<file path="config.mk">
export PLATFORM = sky130hd
export DESIGN_NAME = animation_top
export DESIGN_NICKNAME = d
export VERILOG_FILES = /design/src/anim_pkg.sv /design/src/anim_if.sv /design/src/animation_top.sv /design/src/animations_control.sv /design/src/pixel_writer.sv /design/src/screen_loader.sv /design/src/step_timer.sv /design/src/travel_animator.sv
export SDC_FILE = /design/constraint.sdc
export NUM_CORES = 1
export LEC_CHECK = 0
export ABC_CLOCK_PERIOD_IN_PS = 8000
export BUFFER_PORTS_ARGS = -buffer_cell sky130_fd_sc_hd__buf_2
export CORE_AREA = 2 2 116 118
export CTS_CLUSTER_SIZE = 24
export DETAILED_ROUTE_END_ITERATION = 10
export DIE_AREA = 0 0 118 120
export GPL_TIMING_DRIVEN = 0
export RECOVER_POWER = 25
export SYNTH_ARGS = -nofsm -noshare
export SYNTH_HDL_FRONTEND = slang
export SYNTH_HIERARCHICAL = 1
export SYNTH_SLANG_ARGS = --single-unit
</file>
<file path="constraint.sdc">
create_clock -name clock -period 8 [get_ports clock]
set_input_delay 0.8 -clock clock [delete_from_list [all_inputs] [get_ports clock]]
set_output_delay 0.8 -clock clock [all_outputs]
set_load 0.01 [all_outputs]
</file>
<file path="src/anim_pkg.sv">
// Geometry assumes a 160x120 frame and five stations that fit left of column 152
`default_nettype none

package anim_pkg;

    typedef logic [7:0] coord_x_t;   // Pixel column
    typedef logic [6:0] coord_y_t;   // Pixel row
    typedef logic [2:0] colour_t;
    typedef logic [2:0] step_t;      // 0 is no step and 1 to 5 are the stations

    // Controller states in the order of a run
    typedef enum logic [3:0] {
        st_buffer, st_start,
        st_travel1, st_verify_amount,
        st_travel2, st_verify_signature,
        st_travel3, st_finalize_transaction,
        st_travel4, st_mine_block,
        st_travel5, st_update_chain,
        st_done_animation
    } anim_state_t;

    localparam int SCREEN_W      = 160;
    localparam int SCREEN_H      = 120;
    localparam int TOKEN_SIZE    = 4;
    localparam int PATH_Y        = 56;   // Top row of the token
    localparam int STATION_X0    = 8;
    localparam int STATION_PITCH = 28;
    localparam int BOX_SIZE      = 8;
    localparam int BOX_Y         = PATH_Y - 12;

    localparam int MOVE_CYCLES = 64;
    localparam int HOLD_CYCLES = 256;
    localparam int MOVE_W      = $clog2(MOVE_CYCLES);
    localparam int HOLD_W      = $clog2(HOLD_CYCLES);

    localparam colour_t COL_BG    = 3'd0;
    localparam colour_t COL_TOKEN = 3'd6;
    localparam colour_t COL_BOX   = 3'd2;

    // Left column of station k where station 0 is the start post
    function automatic coord_x_t station_x(input step_t k);
        return coord_x_t'(STATION_X0 + int'(k) * STATION_PITCH);
    endfunction

endpackage

`default_nettype wire

</file>
<file path="src/anim_if.sv">
// Requests are levels held by the controller, every done is a single-cycle pulse
`timescale 1ns/1ps
`default_nettype none

interface anim_ctrl_if import anim_pkg::*; ();
    logic  load_screen;
    step_t travel;        // Leg number while travelling, else 0
    step_t step;          // Current station, held through its step state
    logic  done_display;
    logic  done_travel;
    logic  done_step;

    modport ctrl   (output load_screen, travel, step,
                    input  done_display, done_travel, done_step);
    modport loader (input load_screen, output done_display);
    modport mover  (input travel, output done_travel);
    modport holder (input travel, step, output done_step);
endinterface

// One pixel write per cycle at most, no back-pressure
interface pixel_if import anim_pkg::*; ();
    coord_x_t x;
    coord_y_t y;
    colour_t  colour;
    logic     plot;

    modport source (output x, y, colour, plot);
    modport sink   (input  x, y, colour, plot);
endinterface

`default_nettype wire

</file>
<file path="src/animation_top.sv">
// Frame buffer and VGA timing sit outside; pixel outputs lag stage writes by one cycle
`timescale 1ns/1ps
`default_nettype none

module animation_top import anim_pkg::*; (
    input  logic     clock,
    input  logic     resetn,
    input  logic     start_animation,
    input  logic     return_signal,
    output coord_x_t pix_x,
    output coord_y_t pix_y,
    output colour_t  pix_colour,
    output logic     plot,
    output step_t    step,
    output logic     finished_transaction
);

    anim_ctrl_if ctrl_if ();
    pixel_if     load_pix ();
    pixel_if     move_pix ();
    pixel_if     hold_pix ();

    animations_control i_control (
        .clock                (clock),
        .resetn               (resetn),
        .start_animation      (start_animation),
        .return_signal        (return_signal),
        .ctrl                 (ctrl_if.ctrl),
        .finished_transaction (finished_transaction)
    );

    screen_loader i_loader (
        .clock  (clock),
        .resetn (resetn),
        .ctrl   (ctrl_if.loader),
        .pix    (load_pix.source)
    );

    travel_animator i_mover (
        .clock  (clock),
        .resetn (resetn),
        .ctrl   (ctrl_if.mover),
        .pix    (move_pix.source)
    );

    step_timer i_holder (
        .clock  (clock),
        .resetn (resetn),
        .ctrl   (ctrl_if.holder),
        .pix    (hold_pix.source)
    );

    pixel_writer i_writer (
        .clock      (clock),
        .resetn     (resetn),
        .load_pix   (load_pix.sink),
        .move_pix   (move_pix.sink),
        .hold_pix   (hold_pix.sink),
        .pix_x      (pix_x),
        .pix_y      (pix_y),
        .pix_colour (pix_colour),
        .plot       (plot)
    );

    assign step = ctrl_if.step;   // Current station for the display logic

endmodule

`default_nettype wire

</file>
<file path="src/animations_control.sv">
// Outputs decode from state only; return_signal is ignored outside done_animation
`timescale 1ns/1ps
`default_nettype none

module animations_control import anim_pkg::*; (
    input  logic        clock,
    input  logic        resetn,
    input  logic        start_animation,
    input  logic        return_signal,
    anim_ctrl_if.ctrl   ctrl,
    output logic        finished_transaction
);

    anim_state_t state, state_next;

    // Next state
    always_comb begin
        state_next = state;
        case (state)
            st_buffer:               if (start_animation)   state_next = st_start;
            st_start:                if (ctrl.done_display) state_next = st_travel1;
            st_travel1:              if (ctrl.done_travel)  state_next = st_verify_amount;
            st_verify_amount:        if (ctrl.done_step)    state_next = st_travel2;
            st_travel2:              if (ctrl.done_travel)  state_next = st_verify_signature;
            st_verify_signature:     if (ctrl.done_step)    state_next = st_travel3;
            st_travel3:              if (ctrl.done_travel)  state_next = st_finalize_transaction;
            st_finalize_transaction: if (ctrl.done_step)    state_next = st_travel4;
            st_travel4:              if (ctrl.done_travel)  state_next = st_mine_block;
            st_mine_block:           if (ctrl.done_step)    state_next = st_travel5;
            st_travel5:              if (ctrl.done_travel)  state_next = st_update_chain;
            st_update_chain:         if (ctrl.done_step)    state_next = st_done_animation;
            st_done_animation:       if (return_signal)     state_next = st_buffer;
            default:                 state_next = st_buffer;
        endcase
    end

    // Stage requests
    always_comb begin
        ctrl.load_screen = 1'b0;
        ctrl.travel      = 3'd0;
        ctrl.step        = 3'd0;
        case (state)
            st_start: ctrl.load_screen = 1'b1;
            st_travel1: begin
                ctrl.travel = 3'd1;
                ctrl.step   = 3'd1;
            end
            st_verify_amount:        ctrl.step = 3'd1;
            st_travel2: begin
                ctrl.travel = 3'd2;
                ctrl.step   = 3'd2;
            end
            st_verify_signature:     ctrl.step = 3'd2;
            st_travel3: begin
                ctrl.travel = 3'd3;
                ctrl.step   = 3'd3;
            end
            st_finalize_transaction: ctrl.step = 3'd3;
            st_travel4: begin
                ctrl.travel = 3'd4;
                ctrl.step   = 3'd4;
            end
            st_mine_block:           ctrl.step = 3'd4;
            st_travel5: begin
                ctrl.travel = 3'd5;
                ctrl.step   = 3'd5;
            end
            st_update_chain:         ctrl.step = 3'd5;
            default: ;               // buffer and done_animation leave all low
        endcase
    end

    always_ff @(posedge clock) begin
        if (!resetn) begin
            state                <= st_buffer;
            finished_transaction <= 1'b0;
        end else begin
            state                <= state_next;
            // Same edge that takes the state back to buffer
            finished_transaction <= (state == st_done_animation) && return_signal;
        end
    end

endmodule

`default_nettype wire

</file>
<file path="src/pixel_writer.sv">
// Sources never write together; loader wins, then mover, then holder
`timescale 1ns/1ps
`default_nettype none

module pixel_writer import anim_pkg::*; (
    input  logic     clock,
    input  logic     resetn,
    pixel_if.sink    load_pix,
    pixel_if.sink    move_pix,
    pixel_if.sink    hold_pix,
    output coord_x_t pix_x,
    output coord_y_t pix_y,
    output colour_t  pix_colour,
    output logic     plot
);

    coord_x_t sel_x;
    coord_y_t sel_y;
    colour_t  sel_colour;

    always_comb begin
        if (load_pix.plot) begin
            sel_x      = load_pix.x;
            sel_y      = load_pix.y;
            sel_colour = load_pix.colour;
        end else if (move_pix.plot) begin
            sel_x      = move_pix.x;
            sel_y      = move_pix.y;
            sel_colour = move_pix.colour;
        end else begin
            sel_x      = hold_pix.x;
            sel_y      = hold_pix.y;
            sel_colour = hold_pix.colour;
        end
    end

    always_ff @(posedge clock) begin
        if (!resetn) plot <= 1'b0;
        else         plot <= load_pix.plot | move_pix.plot | hold_pix.plot;
    end

    // Payload follows the strobe, only meaningful while plot is high
    always_ff @(posedge clock) begin
        pix_x      <= sel_x;
        pix_y      <= sel_y;
        pix_colour <= sel_colour;
    end

endmodule

`default_nettype wire

</file>
<file path="src/screen_loader.sv">
// Clears the whole frame in raster order, one pixel per cycle, on each load_screen rise
`timescale 1ns/1ps
`default_nettype none

module screen_loader import anim_pkg::*; (
    input  logic         clock,
    input  logic         resetn,
    anim_ctrl_if.loader  ctrl,
    pixel_if.source      pix
);

    logic     load_q;
    logic     busy;
    coord_x_t x_cnt;
    coord_y_t y_cnt;
    logic     last_x, last_y;

    assign last_x = (x_cnt == coord_x_t'(SCREEN_W - 1));
    assign last_y = (y_cnt == coord_y_t'(SCREEN_H - 1));

    always_ff @(posedge clock) begin
        if (!resetn) begin
            load_q            <= 1'b0;
            busy              <= 1'b0;
            ctrl.done_display <= 1'b0;
            x_cnt             <= '0;
            y_cnt             <= '0;
        end else begin
            load_q            <= ctrl.load_screen;
            ctrl.done_display <= busy && last_x && last_y;   // After the final pixel
            if (ctrl.load_screen && !load_q) begin
                busy  <= 1'b1;
                x_cnt <= '0;
                y_cnt <= '0;
            end else if (busy) begin
                if (last_x) begin
                    x_cnt <= '0;
                    y_cnt <= y_cnt + 1'b1;
                    if (last_y) busy <= 1'b0;
                end else begin
                    x_cnt <= x_cnt + 1'b1;
                end
            end
        end
    end

    assign pix.x      = x_cnt;
    assign pix.y      = y_cnt;
    assign pix.colour = COL_BG;
    assign pix.plot   = busy;

endmodule

`default_nettype wire

</file>
<file path="src/step_timer.sv">
// Starts when travel drops to 0 with step set; paints an 8x8 box above the path
`timescale 1ns/1ps
`default_nettype none

module step_timer import anim_pkg::*; (
    input  logic         clock,
    input  logic         resetn,
    anim_ctrl_if.holder  ctrl,
    pixel_if.source      pix
);

    typedef enum logic [1:0] {h_idle, h_hold, h_paint, h_done} hold_state_t;

    hold_state_t       state;
    step_t             travel_q;
    step_t             station;     // Station whose box gets painted
    logic [HOLD_W-1:0] hold_cnt;
    logic [5:0]        box_idx;     // Column in bits 2:0, row in bits 5:3
    logic              enter_step;

    assign enter_step = (travel_q != 3'd0) && (ctrl.travel == 3'd0) && (ctrl.step != 3'd0);

    always_ff @(posedge clock) begin
        if (!resetn) begin
            state    <= h_idle;
            travel_q <= 3'd0;
            station  <= 3'd0;
            hold_cnt <= '0;
            box_idx  <= '0;
        end else begin
            travel_q <= ctrl.travel;
            case (state)
                h_idle: if (enter_step) begin
                    state    <= h_hold;
                    station  <= ctrl.step;
                    hold_cnt <= '0;
                end
                h_hold: begin
                    hold_cnt <= hold_cnt + 1'b1;
                    if (hold_cnt == HOLD_W'(HOLD_CYCLES - 1)) begin
                        state   <= h_paint;
                        box_idx <= '0;
                    end
                end
                h_paint: begin
                    box_idx <= box_idx + 1'b1;
                    if (box_idx == 6'd63) state <= h_done;
                end
                default: state <= h_idle;
            endcase
        end
    end

    assign ctrl.done_step = (state == h_done);

    assign pix.x      = station_x(station) + coord_x_t'(box_idx[2:0]);
    assign pix.y      = coord_y_t'(BOX_Y) + coord_y_t'(box_idx[5:3]);
    assign pix.colour = COL_BOX;
    assign pix.plot   = (state == h_paint);

endmodule

`default_nettype wire

</file>
<file path="src/travel_animator.sv">
// Token moves one column per MOVE_CYCLES; travel must return to 0 between legs
`timescale 1ns/1ps
`default_nettype none

module travel_animator import anim_pkg::*; (
    input  logic        clock,
    input  logic        resetn,
    anim_ctrl_if.mover  ctrl,
    pixel_if.source     pix
);

    typedef enum logic [2:0] {
        m_idle,
        m_draw,
        m_wait,
        m_erase,
        m_finish
    } move_state_t;

    move_state_t       state;
    step_t             travel_q;
    coord_x_t          token_x;
    coord_x_t          end_x;
    logic [3:0]        pix_idx;    // Two low bits column, two high bits row
    logic [MOVE_W-1:0] move_cnt;
    logic              start_leg;

    assign start_leg = (ctrl.travel != 3'd0) && (travel_q == 3'd0);

    always_ff @(posedge clock) begin
        if (!resetn) begin
            state    <= m_idle;
            travel_q <= 3'd0;
            pix_idx  <= '0;
            move_cnt <= '0;
        end else begin
            travel_q <= ctrl.travel;
            case (state)
                m_idle: begin
                    if (start_leg) begin
                        state   <= m_draw;
                        pix_idx <= '0;
                    end
                end
                m_draw: begin
                    pix_idx <= pix_idx + 1'b1;
                    if (pix_idx == 4'hf) begin
                        if (token_x == end_x) begin
                            state <= m_finish;   // Arrived at the next station
                        end else begin
                            state    <= m_wait;
                            move_cnt <= '0;
                        end
                    end
                end
                m_wait: begin
                    move_cnt <= move_cnt + 1'b1;
                    if (move_cnt == MOVE_W'(MOVE_CYCLES - 1)) begin
                        state   <= m_erase;
                        pix_idx <= '0;
                    end
                end
                m_erase: begin
                    pix_idx <= pix_idx + 1'b1;
                    if (pix_idx == 4'hf) state <= m_draw;
                end
                default: state <= m_idle;     // m_finish lasts one cycle
            endcase
        end
    end

    // Token column and the column where the leg ends
    always_ff @(posedge clock) begin
        if (state == m_idle && start_leg) begin
            token_x <= station_x(step_t'(ctrl.travel - 3'd1));
            end_x   <= station_x(ctrl.travel);
        end else if (state == m_erase && pix_idx == 4'hf) begin
            token_x <= token_x + 1'b1;
        end
    end

    assign ctrl.done_travel = (state == m_finish);

    assign pix.x      = token_x + coord_x_t'(pix_idx[1:0]);
    assign pix.y      = coord_y_t'(PATH_Y) + coord_y_t'(pix_idx[3:2]);
    assign pix.colour = (state == m_erase) ? COL_BG : COL_TOKEN;
    assign pix.plot   = (state == m_draw) || (state == m_erase);

endmodule

`default_nettype wire
</file>
[After elaboration in Yosys (flattened, before gate mapping)]
Index checks and enable logic that the tools add are counted.
Storage, ports and cells
  word-level logic and storage cells: 182
  bits in registers: 93
  output and inout port bits: 23
  input port bits: 4
Operators by class
  mux-type cells: 50
  bitwise logic cells: 4
  $mul: 3
  equal/unequal tests: 47
  add/sub/neg operators: 15
  reduce and logical (&&, ||, !) cells: 41
Operator list (number)
  4-bit two-way mux: 15
  4-bit one-hot mux with 13 select lines: 1
  8-bit two-way mux: 6
  3-bit one-hot mux with 5 select lines: 2
  2-bit inequality test, second input constant: 14
  5-bit by 8-bit adder with 8-bit output, first input constant: 3
  8-bit by 1-bit adder with 8-bit output, second input constant: 3
  4-bit == test, second input constant: 6
  6-bit one-hot mux with 2 select lines: 2
  3-bit by 3-bit multiplier with 6-bit output, second input constant: 3
  3-bit two-way mux: 6
  6-bit two-way mux: 3
  4-bit by 3-bit == test with 1-bit output, second input constant: 4
  8-bit == test, second input constant: 2
  8-bit one-hot mux with 2 select lines: 1
  2-bit OR reduction: 8
  7-bit two-way mux: 2
  2-bit by 1-bit inequality test with 1-bit output, second input constant: 7
  13-bit AND reduction: 1
  6-bit by 1-bit adder with 6-bit output, second input constant: 2
  6-bit == test, second input constant: 2
  3-bit one-hot mux with 4 select lines: 1
  4-bit one-hot mux with 3 select lines: 1
  3-bit nonzero test: 4
  31 further kinds: 61

[Depth between registers and ports, before layout]
Gate-level depths: netlist of the first run.
  depth after elaboration: 7
  gate-level depth with buffers: 16
  mapped depth without buffers: 13

[By module]
The synthesis of the first run kept the hierarchy.
Modules (own cells, without submodules)
  travel_animator: sequential area each 740.7 um2, instances 1, area each 2312.2 um2, cells an instance 265
  step_timer: sequential area each 440.4 um2, instances 1, area each 1482.7 um2, cells an instance 171
  screen_loader: sequential area each 360.3 um2, instances 1, area each 974.7 um2, cells an instance 103
  pixel_writer: sequential area each 380.4 um2, instances 1, area each 779.5 um2, cells an instance 80
  animations_control: sequential area each 100.1 um2, instances 1, area each 389.1 um2, cells an instance 49

[Least setup slack after synthesis of the first run]
OpenSTA, ideal clock, no wires.
  path type: register to register
  from: register i_control.state[2]
  to: register i_mover.token_x[7], data pin
  setup time: 188 ps
  cell stages (with the launch flop): 17
  data required time: 7812 ps
  setup slack: 4176 ps
  clock period less this slack: 3824 ps
  buffers on the path: 3
  arrival: 3636 ps
  cell sequence: dfxtp_1 buf_2 nand2_1 and2_1 nor2b_1 clkbuf_1 inv_1 ha_1 buf_2 xnor2_1 xnor2_1 and2_1 ha_1 nand2_1 nor3b_1 a211o_1 o41ai_1
On the way
  word-level cells in the longest chain between the ends: 6
  elaborated cells between the ends (all ways): 13
  classes of those cells: add/sub (2); mul (1); eq/ne (5); mux (2); reduce/logical (3)
RTL lines
  from (decl): line animations_control.sv:14  | anim_state_t state, state_next;
  from (signal assigned): line animations_control.sv:75  | state <= st_buffer;
  from (signal assigned): line animations_control.sv:78  | state <= state_next;
  4-bit == test, or another cell as far along: line animations_control.sv:42  | case (state)
  3-bit one-hot mux with 5 select lines (*): line animations_control.sv:42
  named net ctrl_if.travel[0]: line anim_if.sv:7  | step_t travel;
  3-bit by 1-bit subtractor with 3-bit output / 3-bit nonzero test (equally long branches): line travel_animator.sv:75, travel_animator.sv:28
  3-bit by 3-bit multiplier with 6-bit output / 1-bit logical AND (equally long branches): line anim_pkg.sv:42, travel_animator.sv:28
  5-bit by 8-bit adder with 8-bit output / 1-bit logical AND (equally long branches): line anim_pkg.sv:42, travel_animator.sv:74
  8-bit two-way mux (*): line travel_animator.sv:74  | if (state == m_idle && start_leg) begin
  to (signal assigned): line travel_animator.sv:75  | token_x <= station_x(step_t'(ctrl.travel - 3'd1));
  to (signal assigned): line travel_animator.sv:78  | token_x <= token_x + 1'b1;
  to (decl): line travel_animator.sv:22  | coord_x_t token_x;
Mark *: on every way through the listed nets, which the timed path passes. The rest lies on a longest branch.
A chain may end at the register's enable or synchronous reset.

[Worst setup path in the final report of the first run]
Same ends and word-level chain as after synthesis.

==> results of run 1 <==
==> power breakdown <==
part / leakage, nW / switching [W] / internal, W / total [W]
registers: 0.779 / 0.0000389 / 0.000570 / 0.000609
clock network: 0.135 / 0.000177 / 0.000216 / 0.000393
logic: 1.58 / 0.000427 / 0.000284 / 0.000711
total: 2.49 / 0.000643 / 0.00107 / 0.00171
==> path summary, 6_finish.rpt <==
kind              cells past startpoint  slack [ns]               start                  to
setup / recovery                     16        3.45  i_control/state[2]  i_mover/token_x[7]
hold / removal                        2        0.50   i_loader/pix.y[4]   i_writer/pix_y[4]
setup reg to reg                     16        3.45  i_control/state[2]  i_mover/token_x[7]
hold reg to reg                       2        0.50   i_loader/pix.y[4]   i_writer/pix_y[4]
==> cell type report <==
type	count	share of cell area, %
Inverter	33	1.89
Sequential cell	94	30.8
Clock buffer	11	3.70
Timing Repair Buffer	26	1.58
Clock inverter	4	0.363
Tap cell	176	3.36
Multi-Input combinational cell	496	52.9
Buffer	54	5.42
==> registers in the layout, indices dropped and copies added (netlist names) <==
signal,cells
i_holder/hold_cnt,8
i_loader/pix.plot,1
i_control/state,4
i_loader/pix.y,7
i_control/finished_transaction,1
i_mover/state,3
i_holder/state,2
i_mover/token_x,8
i_writer/pix_colour,3
i_mover/move_cnt,6
i_holder/travel_q,3
i_writer/pix_x,8
i_mover/pix_idx,4
i_loader/pix.x,8
i_writer/pix_y,7
i_loader/ctrl.done_display,1
i_loader/load_q,1
i_writer/plot,1
i_holder/box_idx,6
i_mover/travel_q,3
i_holder/station,3
i_mover/end_x,6
==> cells by family after synthesis <==
group,count (synthesis),share of synthesized area (%)
buffers and inverters,87,8.15
adders and majority gates,40,9.31
and+or+nand+nor,243,22.7
xor gates and xnor gates,36,5.44
DFF,94,34.0
muxes,35,5.96
other,5,0.316
AOI/OAI and AO/OA,128,14.1
==> tightest hold or removal path: cells and delay by family (launching register included) <==
family / cells / cell delay [ns]
flops: 1 / 0.34
simple gates: 1 / 0.06
compound gates: 1 / 0.05
==> cell usage after synthesis (all sizes together) (3+ instances only) <==
master	number
dfxtp	80
nand2	59
o21ai	50
nor2	49
buf	41
ha	33
inv	32
mux2i	32
nand3	32
a21oi	22
xnor2	22
edfxtp	14
nor3	14
xor2	14
clkbuf	13
a31oi	11
nand2b	11
nand4	10
nor2b	9
and3	8
and2	7
fa	7
nand3b	7
or3	7
a211oi	6
nor4	6
o31ai	6
conb	5
a21o	4
nor3b	4
or4	4
a22oi	3
mux2	3
o41ai	3
or3b	3
==> routing by layer <==
layer  track usage, %  vias up  part of all wire [%]
met5                0        -                     0
met4             6.78        0                   1.7
met3             2.66       17                   3.9
met2             31.0      104                    47
met1             23.7     2239                    48
li1                 -     2414                     -
==> metrics by stage <==
stage	hold slack [ns]	util (%)
after floorplan	0.455	-
after global placement	0.483	48.7
after detailed placement	0.486	48.7
after CTS	0.495	50.8
after global routing	0.513	50.5
final	0.499	50.5
==> results.toml, run 1 <==
[finish]
n_fill_cell = 1271
fin_area_um2 = 6560
final_cell_count_no_fill = 894
final_cell_mix = "80 x dfxtp_1, 58 x nand2_1, 48 x nor2_1"
multi_input_area_um2 = 3470
regArea_um2 = 2020
areaGrowthSynthToFinish_pct = 10.4
nets = 758
drive_above_1_share_pct = 12.4
diodes = 0
final_common_cell = "dfxtp_1"

[power_and_ir_drop]
vdd_drop_max_mv = 0.121
pwr_density_cell_nw_per_um2 = 261
leakagePower_nw = 2.49
p_total_w = 0.00171

[run]
max_cap_viol_count = 0

[clocking]
clk_path_buf_depth = 2
cts-root-buf = "clkbuf_16"
post_cts_buffers = 0
clk_pin_slew_worst_paths_ns = 0.06
cts_hold_buf = 0
cts_inserted_buffers = 9
cts_tree = "built"
cts-resized-gates = 0
clkLatencyLatePin_ns = 0.34
cts.sinks = 94
htree_levels = 3

[critical_path]
worstPathCellList = "buf_2 -> nand2_1 -> and2_0 -> nor2b_1 -> clkbuf_1 -> inv_1 -> ha_1 -> buf_2 -> xnor2_1 -> xnor2_1 -> and2_1 -> ha_1 -> nand2_1 -> nor3b_1 -> a211o_1 -> o41ai_1"
crit_type = "flop to flop"
path_buf_inv = 4
cpPeakStageDelay_ns = 0.48
critPathArrivalTime_ns = 4.70
crit_family = "simple AND/OR/NAND/NOR gates"
critPathLaunchType = "flop"
cp_data_required_time_ns = 8.15
cp_max_fo = 10
endpoint_kind = "flop"
cp_slowest_cell = "nor2b_1"

[run_status]
status = "finished clean"

[global_route]
antenna_found_initial = 0
grt_pass1_vias = 4426
grt_pass1_wl_um = 21100
grt_max_degree = 16
grt_overflow = 0
grtUsageTotal_pct = 18.3

[sta]
finalWorstSetupSlack_ns = 3.45
final.setup.tns_ns = 0
slew_headroom_pct = 14.4
post-route-period-util_pct = 56.9
finalSetupViolCount = 0
fmax_mhz = 220
hold_violations = 0
drv_slew = 0
worst_pin_slew_ns = 1.27
skew_ns = 0.00687
rsz0062_at_grt = "false"
fin_crit_ns = 4.55

[floorplan]
die-width_um = 118
io_pins = 27
rows = 42
initial_core_util_pct = 45.7
dieArea_um2 = 14200
die_h_um = 120
core_um2 = 13000

[synth]
synth_ff_type = "dfxtp_1"
postSynthAreaPerCell_um2 = 8.89
ys_warn_count = 6
synth-seq-cells = 94
yosysTopAreaCell = "dfxtp_1"
ys_async_sr_fraction_pct = 0
synthCells = 668
synth_cell_types = 82
synth.area.top_cells = "dfxtp_1 27%, edfxtp_1 7.1%, ha_1 7.0%"
synth-edff-count = 14
syn_area_um2 = 5940
yosysTopAreaCellShare_pct = 27.0
synth_seq_area_share_pct = 34.0

[min_path]
worstHoldPathType = "flop to flop"

[place]
io_buffers = 26
dp_slack_ns = 3.43
dp_hpwl_um = 9500
dpl-instance-area_um2 = 6320
dp.cells = 879
gp_congestion = 0.839

[drt]
num_vias = 4774
routedWlPerCell_um = 14.2
drt_iter0_markers = 357
wl_um = 12700
ant_nets = 0
dr.pass1.iters = 5
drc = 0
via_per_inst = 5.34
Power figures use the tool's default switching activity.
==> run 2, diff against run 1 <==
--- a/config.mk
+++ b/config.mk
@@ -5,12 +5,13 @@
 export SDC_FILE = /design/constraint.sdc
 export NUM_CORES = 1
 export LEC_CHECK = 0
-export ABC_CLOCK_PERIOD_IN_PS = 8000
+export ABC_AREA = 1
+export ABC_CLOCK_PERIOD_IN_PS = 4800
 export BUFFER_PORTS_ARGS = -buffer_cell sky130_fd_sc_hd__buf_2
-export CORE_AREA = 2 2 116 118
+export CORE_AREA = 2 2 118 120
 export CTS_CLUSTER_SIZE = 24
 export DETAILED_ROUTE_END_ITERATION = 10
-export DIE_AREA = 0 0 118 120
+export DIE_AREA = 0 0 120 122
 export GPL_TIMING_DRIVEN = 0
 export RECOVER_POWER = 25
 export SYNTH_ARGS = -nofsm -noshare
==> constraint.sdc (replaced) <==
create_clock -name clock -period 4.8 [get_ports clock]
set_input_delay 0.48 -clock clock [delete_from_list [all_inputs] [get_ports clock]]
set_output_delay 0.48 -clock clock [all_outputs]
set_load 0.01 [all_outputs]
==> run 2 against run 1 <==
Sequential cell count unchanged; worst hold slack lost 0.14 ns; clock-buffer cell count grew 1; critical endpoint unchanged; largest cell class unchanged.
==> results.toml, run 2 <==
[sta]
slew_headroom_pct = 12.0
worst_pin_slew_ns = 1.31
final.setup.tns_ns = 0
skew_ns = 0.00698
hold_violations = 0
post-route-period-util_pct = 87.0
fin_crit_ns = 4.18
finalSetupViolCount = 0
drv_slew = 0
fmax_mhz = 239
rsz0062_at_grt = "false"
finalWorstSetupSlack_ns = 0.622

[critical_path]
timing.rr.end = "i_mover/token_x[7]"
cp_data_required_time_ns = 4.90
endpoint_kind = "flop"
regToRegSetupSlack_ns = 0.62
cp_max_fo = 9
critPathArrivalTime_ns = 4.28
rr_worst_depth = 18
critPathLaunchType = "flop"
r2r-start = "i_control/state[1]"
crit_type = "flop to flop"

[run_status]
status = "finished clean"

[power_and_ir_drop]
vdd_drop_max_mv = 0.216
leakagePower_nw = 3.30
pwr-share-comb_pct = 47.1
p_seq_share_pct = 32.7
clockPowerShare_pct = 20.3
power.internal_w = 0.00206
swShare_pct = 42.9
p_switching_w = 0.00155
pwr_density_cell_nw_per_um2 = 528

[drt]
ant_nets = 0
num_vias = 5116
via_per_inst = 4.65
drt_iter0_markers = 294
routedWlPerCell_um = 11.6
dr.pass1.iters = 5
wl_um = 12800
drc = 0

[synth]
yosysTopAreaCellShare_pct = 25.8
ys_warn_count = 6
synth-seq-cells = 94
synth_seq_area_share_pct = 32.6
ys_async_sr_fraction_pct = 0
synth_cell_types = 56
synth-edff-count = 14
syn_area_um2 = 6200
synth.area.top_cells = "dfxtp_1 26%, nand2_1 13%, inv_1 8.0%"
yosysTopAreaCell = "dfxtp_1"
synth.most_common_cell = "nand2_1"
synthCells = 868
postSynthAreaPerCell_um2 = 7.15
synth_common_cells = "221 x nand2_1, 133 x inv_1, 84 x nand3_1"
synth_ff_type = "dfxtp_1"

[clocking]
cts-resized-gates = 0
cts.sinks = 94
cts_inserted_buffers = 9
htree_levels = 3
cts-root-buf = "clkbuf_16"
post_cts_buffers = 0
clk_path_buf_depth = 2
cts_hold_buf = 0
clk_pin_slew_worst_paths_ns = 0.07
cts_tree = "built"
clkLatencyLatePin_ns = 0.35

[min_path]
worstHoldPathType = "input port to flop"
min_path_cells = 3
min-delay-start = "return_signal"
holdPathEnd = "i_control/finished_transaction"

[finish]
final_common_cell = "nand2_1"
diodes = 0
n_fill_cell = 1382
nets = 959
areaGrowthSynthToFinish_pct = 10.3
drive_above_1_share_pct = 14.1
final_cell_mix = "222 x nand2_1, 134 x inv_1, 84 x nand3_1"

[floorplan]
rows = 43
io_pins = 27
die-width_um = 120
initial_core_util_pct = 45.9
die_h_um = 122
core_um2 = 13500
dieArea_um2 = 14600

[place]
io_buffers = 26
gp_congestion = 0.806
dp_slack_ns = 0.547
dp_hpwl_um = 9650

[global_route]
grt_max_degree = 17
grt_overflow = 0
antenna_found_initial = 0
grt_pass1_wl_um = 22300
grt_pass1_vias = 4696
grtUsageTotal_pct = 19.0

[run]
max_cap_viol_count = 0
[run 2: metrics by stage]
step           instance area [µm²]  total power [W]  instances  utilization (%)  hold slack, ns
2_1_floorplan                 6240          0.00249        877                -           0.439
3_3_place_gp                  6590          0.00293       1083             48.8           0.456
3_5_place_dp                  6590          0.00293       1083             48.8           0.462
4_1_cts                       6900          0.00369       1099             51.1           0.347
5_1_grt                       6840          0.00396       1100             50.7           0.362
6_report                      6840          0.00361       1100             50.7           0.361
[run 2: area by class of cell]
class | count | area [µm²] | area share, %
timing repair buffer | 27 | 113 | 1.65
clock inverter | 4 | 55.1 | 0.805
tap | 180 | 225 | 3.29
buffer | 39 | 293 | 4.28
inverter | 146 | 556 | 8.12
clock buffer | 12 | 246 | 3.60
multi-input combinational | 598 | 3330 | 48.7
sequential | 94 | 2020 | 29.6
[run 2: worst max-delay path by stage]
stage | startpoint | endpoint | slack (ns) | cells after the start
finish | i_control/state[1] | i_mover/token_x[7] | 0.62 | 18
floorplan | i_control/state[1] | i_mover/end_x[6] | 1.60 | 9
CTS | i_control/state[1] | i_mover/token_x[7] | 0.51 | 18
global route | i_control/state[1] | i_mover/token_x[7] | 0.24 | 18
detailed placement | i_control/state[1] | i_mover/token_x[7] | 0.55 | 18
global placement | i_control/state[1] | i_mover/token_x[7] | 0.57 | 18
[run 2: metal layers]
layer | wire length, µm | up-vias | track usage (%)
met5 | 0 | - | 0
met4 | 199 | 0 | 6.84
met3 | 520 | 14 | 3.09
met2 | 5370 | 75 | 28.8
met1 | 6670 | 2261 | 27.1
li1 | - | 2766 | -
[run 2: logic make-up (layout without fill, tap and decap cells)]
group           count (synthesis)  in the layout  synth area share (%)
compound gates                 75             75                  7.68
buf+inv                       185            228                  13.8
simple gates                  446            446                  33.5
flops                          94             94                  32.6
xor+xnor                       22             22                  3.11
mux                             1              1                 0.161
other cells                     5             14                 0.303
fa+ha+maj                      40             40                  8.91
[run 2: power by group through the flow]
stage | registers, W | clock network, W | logic, W
4_1_cts | 0.00118 | 0.000757 | 0.00175
3_3_place_gp | 0.00120 | 0 | 0.00173
6_report | 0.00118 | 0.000732 | 0.00170
3_5_place_dp | 0.00120 | 0 | 0.00173
2_1_floorplan | 0.00120 | 0 | 0.00129
5_1_grt | 0.00121 | 0.000786 | 0.00196
[run 2: worst max-delay path: stages (launching register included)]
cell,delay [ns]
dfxtp_1,0.44
inv_1,0.12
nor3_1,1.04
inv_1,0.40
ha_1,0.50
inv_1,0.14
nand2_1,0.08
nand2_1,0.15
nand2_1,0.07
nand3_1,0.13
inv_1,0.06
ha_1,0.31
nand2_1,0.06
inv_1,0.08
nand3_1,0.10
inv_1,0.06
nand2_1,0.04
nand3_1,0.08
nand2_1,0.06
==> run 3, diff against run 2 <==
--- a/config.mk
+++ b/config.mk
@@ -13,7 +13,7 @@
 export DETAILED_ROUTE_END_ITERATION = 10
 export DIE_AREA = 0 0 120 122
 export GPL_TIMING_DRIVEN = 0
-export RECOVER_POWER = 25
+export RECOVER_POWER = 100
 export SYNTH_ARGS = -nofsm -noshare
 export SYNTH_HDL_FRONTEND = slang
 export SYNTH_HIERARCHICAL = 1
==> run 3 against run 2 <==
Via count grew 0.25%; register-to-register slack is essentially flat; sequential cell count did not move; first-iteration DRC count shrank 4.8%; power fell by 1.8%; critical endpoint unchanged.
==> results.toml, run 3 (synthesis results as in run 2) <==
[run_status]
status = "finished clean"

[floorplan]
io_pins = 27
die_h_um = 122
dieArea_um2 = 14600
core_um2 = 13500
rows = 43
die-width_um = 120
initial_core_util_pct = 45.9

[global_route]
antenna_found_initial = 0
grt_pass1_wl_um = 22300
grtUsageTotal_pct = 19.0
grt_overflow = 0
grt_max_degree = 17
grt_pass1_vias = 4696

[min_path]
holdPathEnd = "i_control/finished_transaction"
min-delay-start = "return_signal"
worstHoldPathType = "input port to flop"
min_path_cells = 3

[clocking]
cts.sinks = 94
post_cts_buffers = 0
cts-resized-gates = 0
cts_inserted_buffers = 9
cts_hold_buf = 0
cts_tree = "built"
clk_pin_slew_worst_paths_ns = 0.07
cts-root-buf = "clkbuf_16"
clk_path_buf_depth = 2
htree_levels = 3
clkLatencyLatePin_ns = 0.35

[critical_path]
endpoint_kind = "flop"
critPathLaunchType = "flop"
regToRegSetupSlack_ns = 0.62
critPathArrivalTime_ns = 4.28
timing.rr.end = "i_mover/token_x[7]"
cp_max_fo = 10
rr_worst_depth = 18
crit_type = "flop to flop"
r2r-start = "i_control/state[0]"
cp_data_required_time_ns = 4.90

[sta]
rsz0062_at_grt = "false"
finalWorstSetupSlack_ns = 0.619
finalSetupViolCount = 0
drv_slew = 0
worst_pin_slew_ns = 1.27
final.setup.tns_ns = 0
fin_crit_ns = 4.18
hold_violations = 0
fmax_mhz = 239
slew_headroom_pct = 14.6
post-route-period-util_pct = 87.1
skew_ns = 0.00722

[power_and_ir_drop]
p_total_w = 0.00355
pwr_density_cell_nw_per_um2 = 529
vdd_drop_max_mv = 0.212
leakagePower_nw = 3.25

[place]
io_buffers = 26
gp_congestion = 0.806
dp_hpwl_um = 9650
dp.cells = 1083
dp_slack_ns = 0.547

[finish]
final_cell_count_no_fill = 1100
areaGrowthSynthToFinish_pct = 8.03
nets = 959
final_cell_mix = "225 x nand2_1, 135 x inv_1, 87 x nand3_1"
drive_above_1_share_pct = 11.0
final_core_util_pct = 49.6
diodes = 0
final_common_cell = "nand2_1"

[drt]
wl_um = 12800
drc = 0
dr.pass1.iters = 5
drt_iter0_markers = 280
ant_nets = 0
via_per_inst = 4.66
routedWlPerCell_um = 11.6
num_vias = 5129

[run]
max_cap_viol_count = 0
-- run 3: changes by cell type in the layout (fill, tap and decap cells not counted), moves of 2 or more --
cell | before | now
nor2_1 | 63 | 66
nand3_1 | 84 | 87
a21oi_2 | 6 | 2
a21oi_1 | 35 | 40
nand2_1 | 222 | 225
nand3_2 | 4 | 1
buf_4 | 30 | 27
nor2_2 | 11 | 9
o21ai_0 | 17 | 19
clkbuf_1 | 25 | 35
nand2_2 | 19 | 17
buf_2 | 9 | 4
-- run 3: worst max-delay path: stages (launching register included) --
cell,delay (ns)
dfxtp_1,0.31
clkbuf_1,0.24
nor3_1,1.07
inv_1,0.40
ha_1,0.49
inv_1,0.13
nand2_1,0.08
nand2_1,0.15
nand2_1,0.07
nand3_1,0.13
inv_1,0.06
ha_1,0.31
nand2_1,0.06
inv_1,0.08
nand3_1,0.10
inv_1,0.06
nand2_1,0.04
nand3_1,0.08
nand2_1,0.05
-- run 3: where the power goes --
part	switching, W	internal [W]	leakage, nW
clock network	0.000310	0.000421	0.143
registers	0.000136	0.00104	0.783
logic	0.00108	0.000556	2.32
-- run 3: worst max path at each step --
stage,slack [ns],from,depth (start not counted),to
4_1_cts,0.51,i_control/state[1],18,i_mover/token_x[7]
3_3_place_gp,0.57,i_control/state[1],18,i_mover/token_x[7]
6_report,0.62,i_control/state[0],18,i_mover/token_x[7]
3_5_place_dp,0.55,i_control/state[1],18,i_mover/token_x[7]
5_1_grt,0.22,i_control/state[0],18,i_mover/token_x[7]
2_1_floorplan,1.60,i_control/state[1],9,i_mover/end_x[6]
-- run 3: through the flow --
step / hold WS, ns / cell area, µm²
after floorplan: 0.439 / 6240
after global placement: 0.456 / 6590
after detailed placement: 0.462 / 6590
after CTS: 0.347 / 6900
after global routing: 0.362 / 6700
final: 0.361 / 6700
-- run 3: layer usage --
layer / track usage (%) / share of wire [%] / vias to the layer above
met5: 0 / 0 / -
met4: 6.84 / 1.6 / 0
met3: 3.09 / 3.6 / 14
met2: 28.8 / 42 / 73
met1: 27.1 / 53 / 2277
li1: - / - / 2765
-- run 3: layout make-up --
class	count	area, µm²
Buffer	39	264
Clock buffer	12	246
Clock inverter	4	55.1
Fill cell	1408	6800
Inverter	146	552
Multi-Input combinational cell	598	3230
Sequential cell	94	2020
Tap cell	180	225
Timing Repair Buffer	27	105
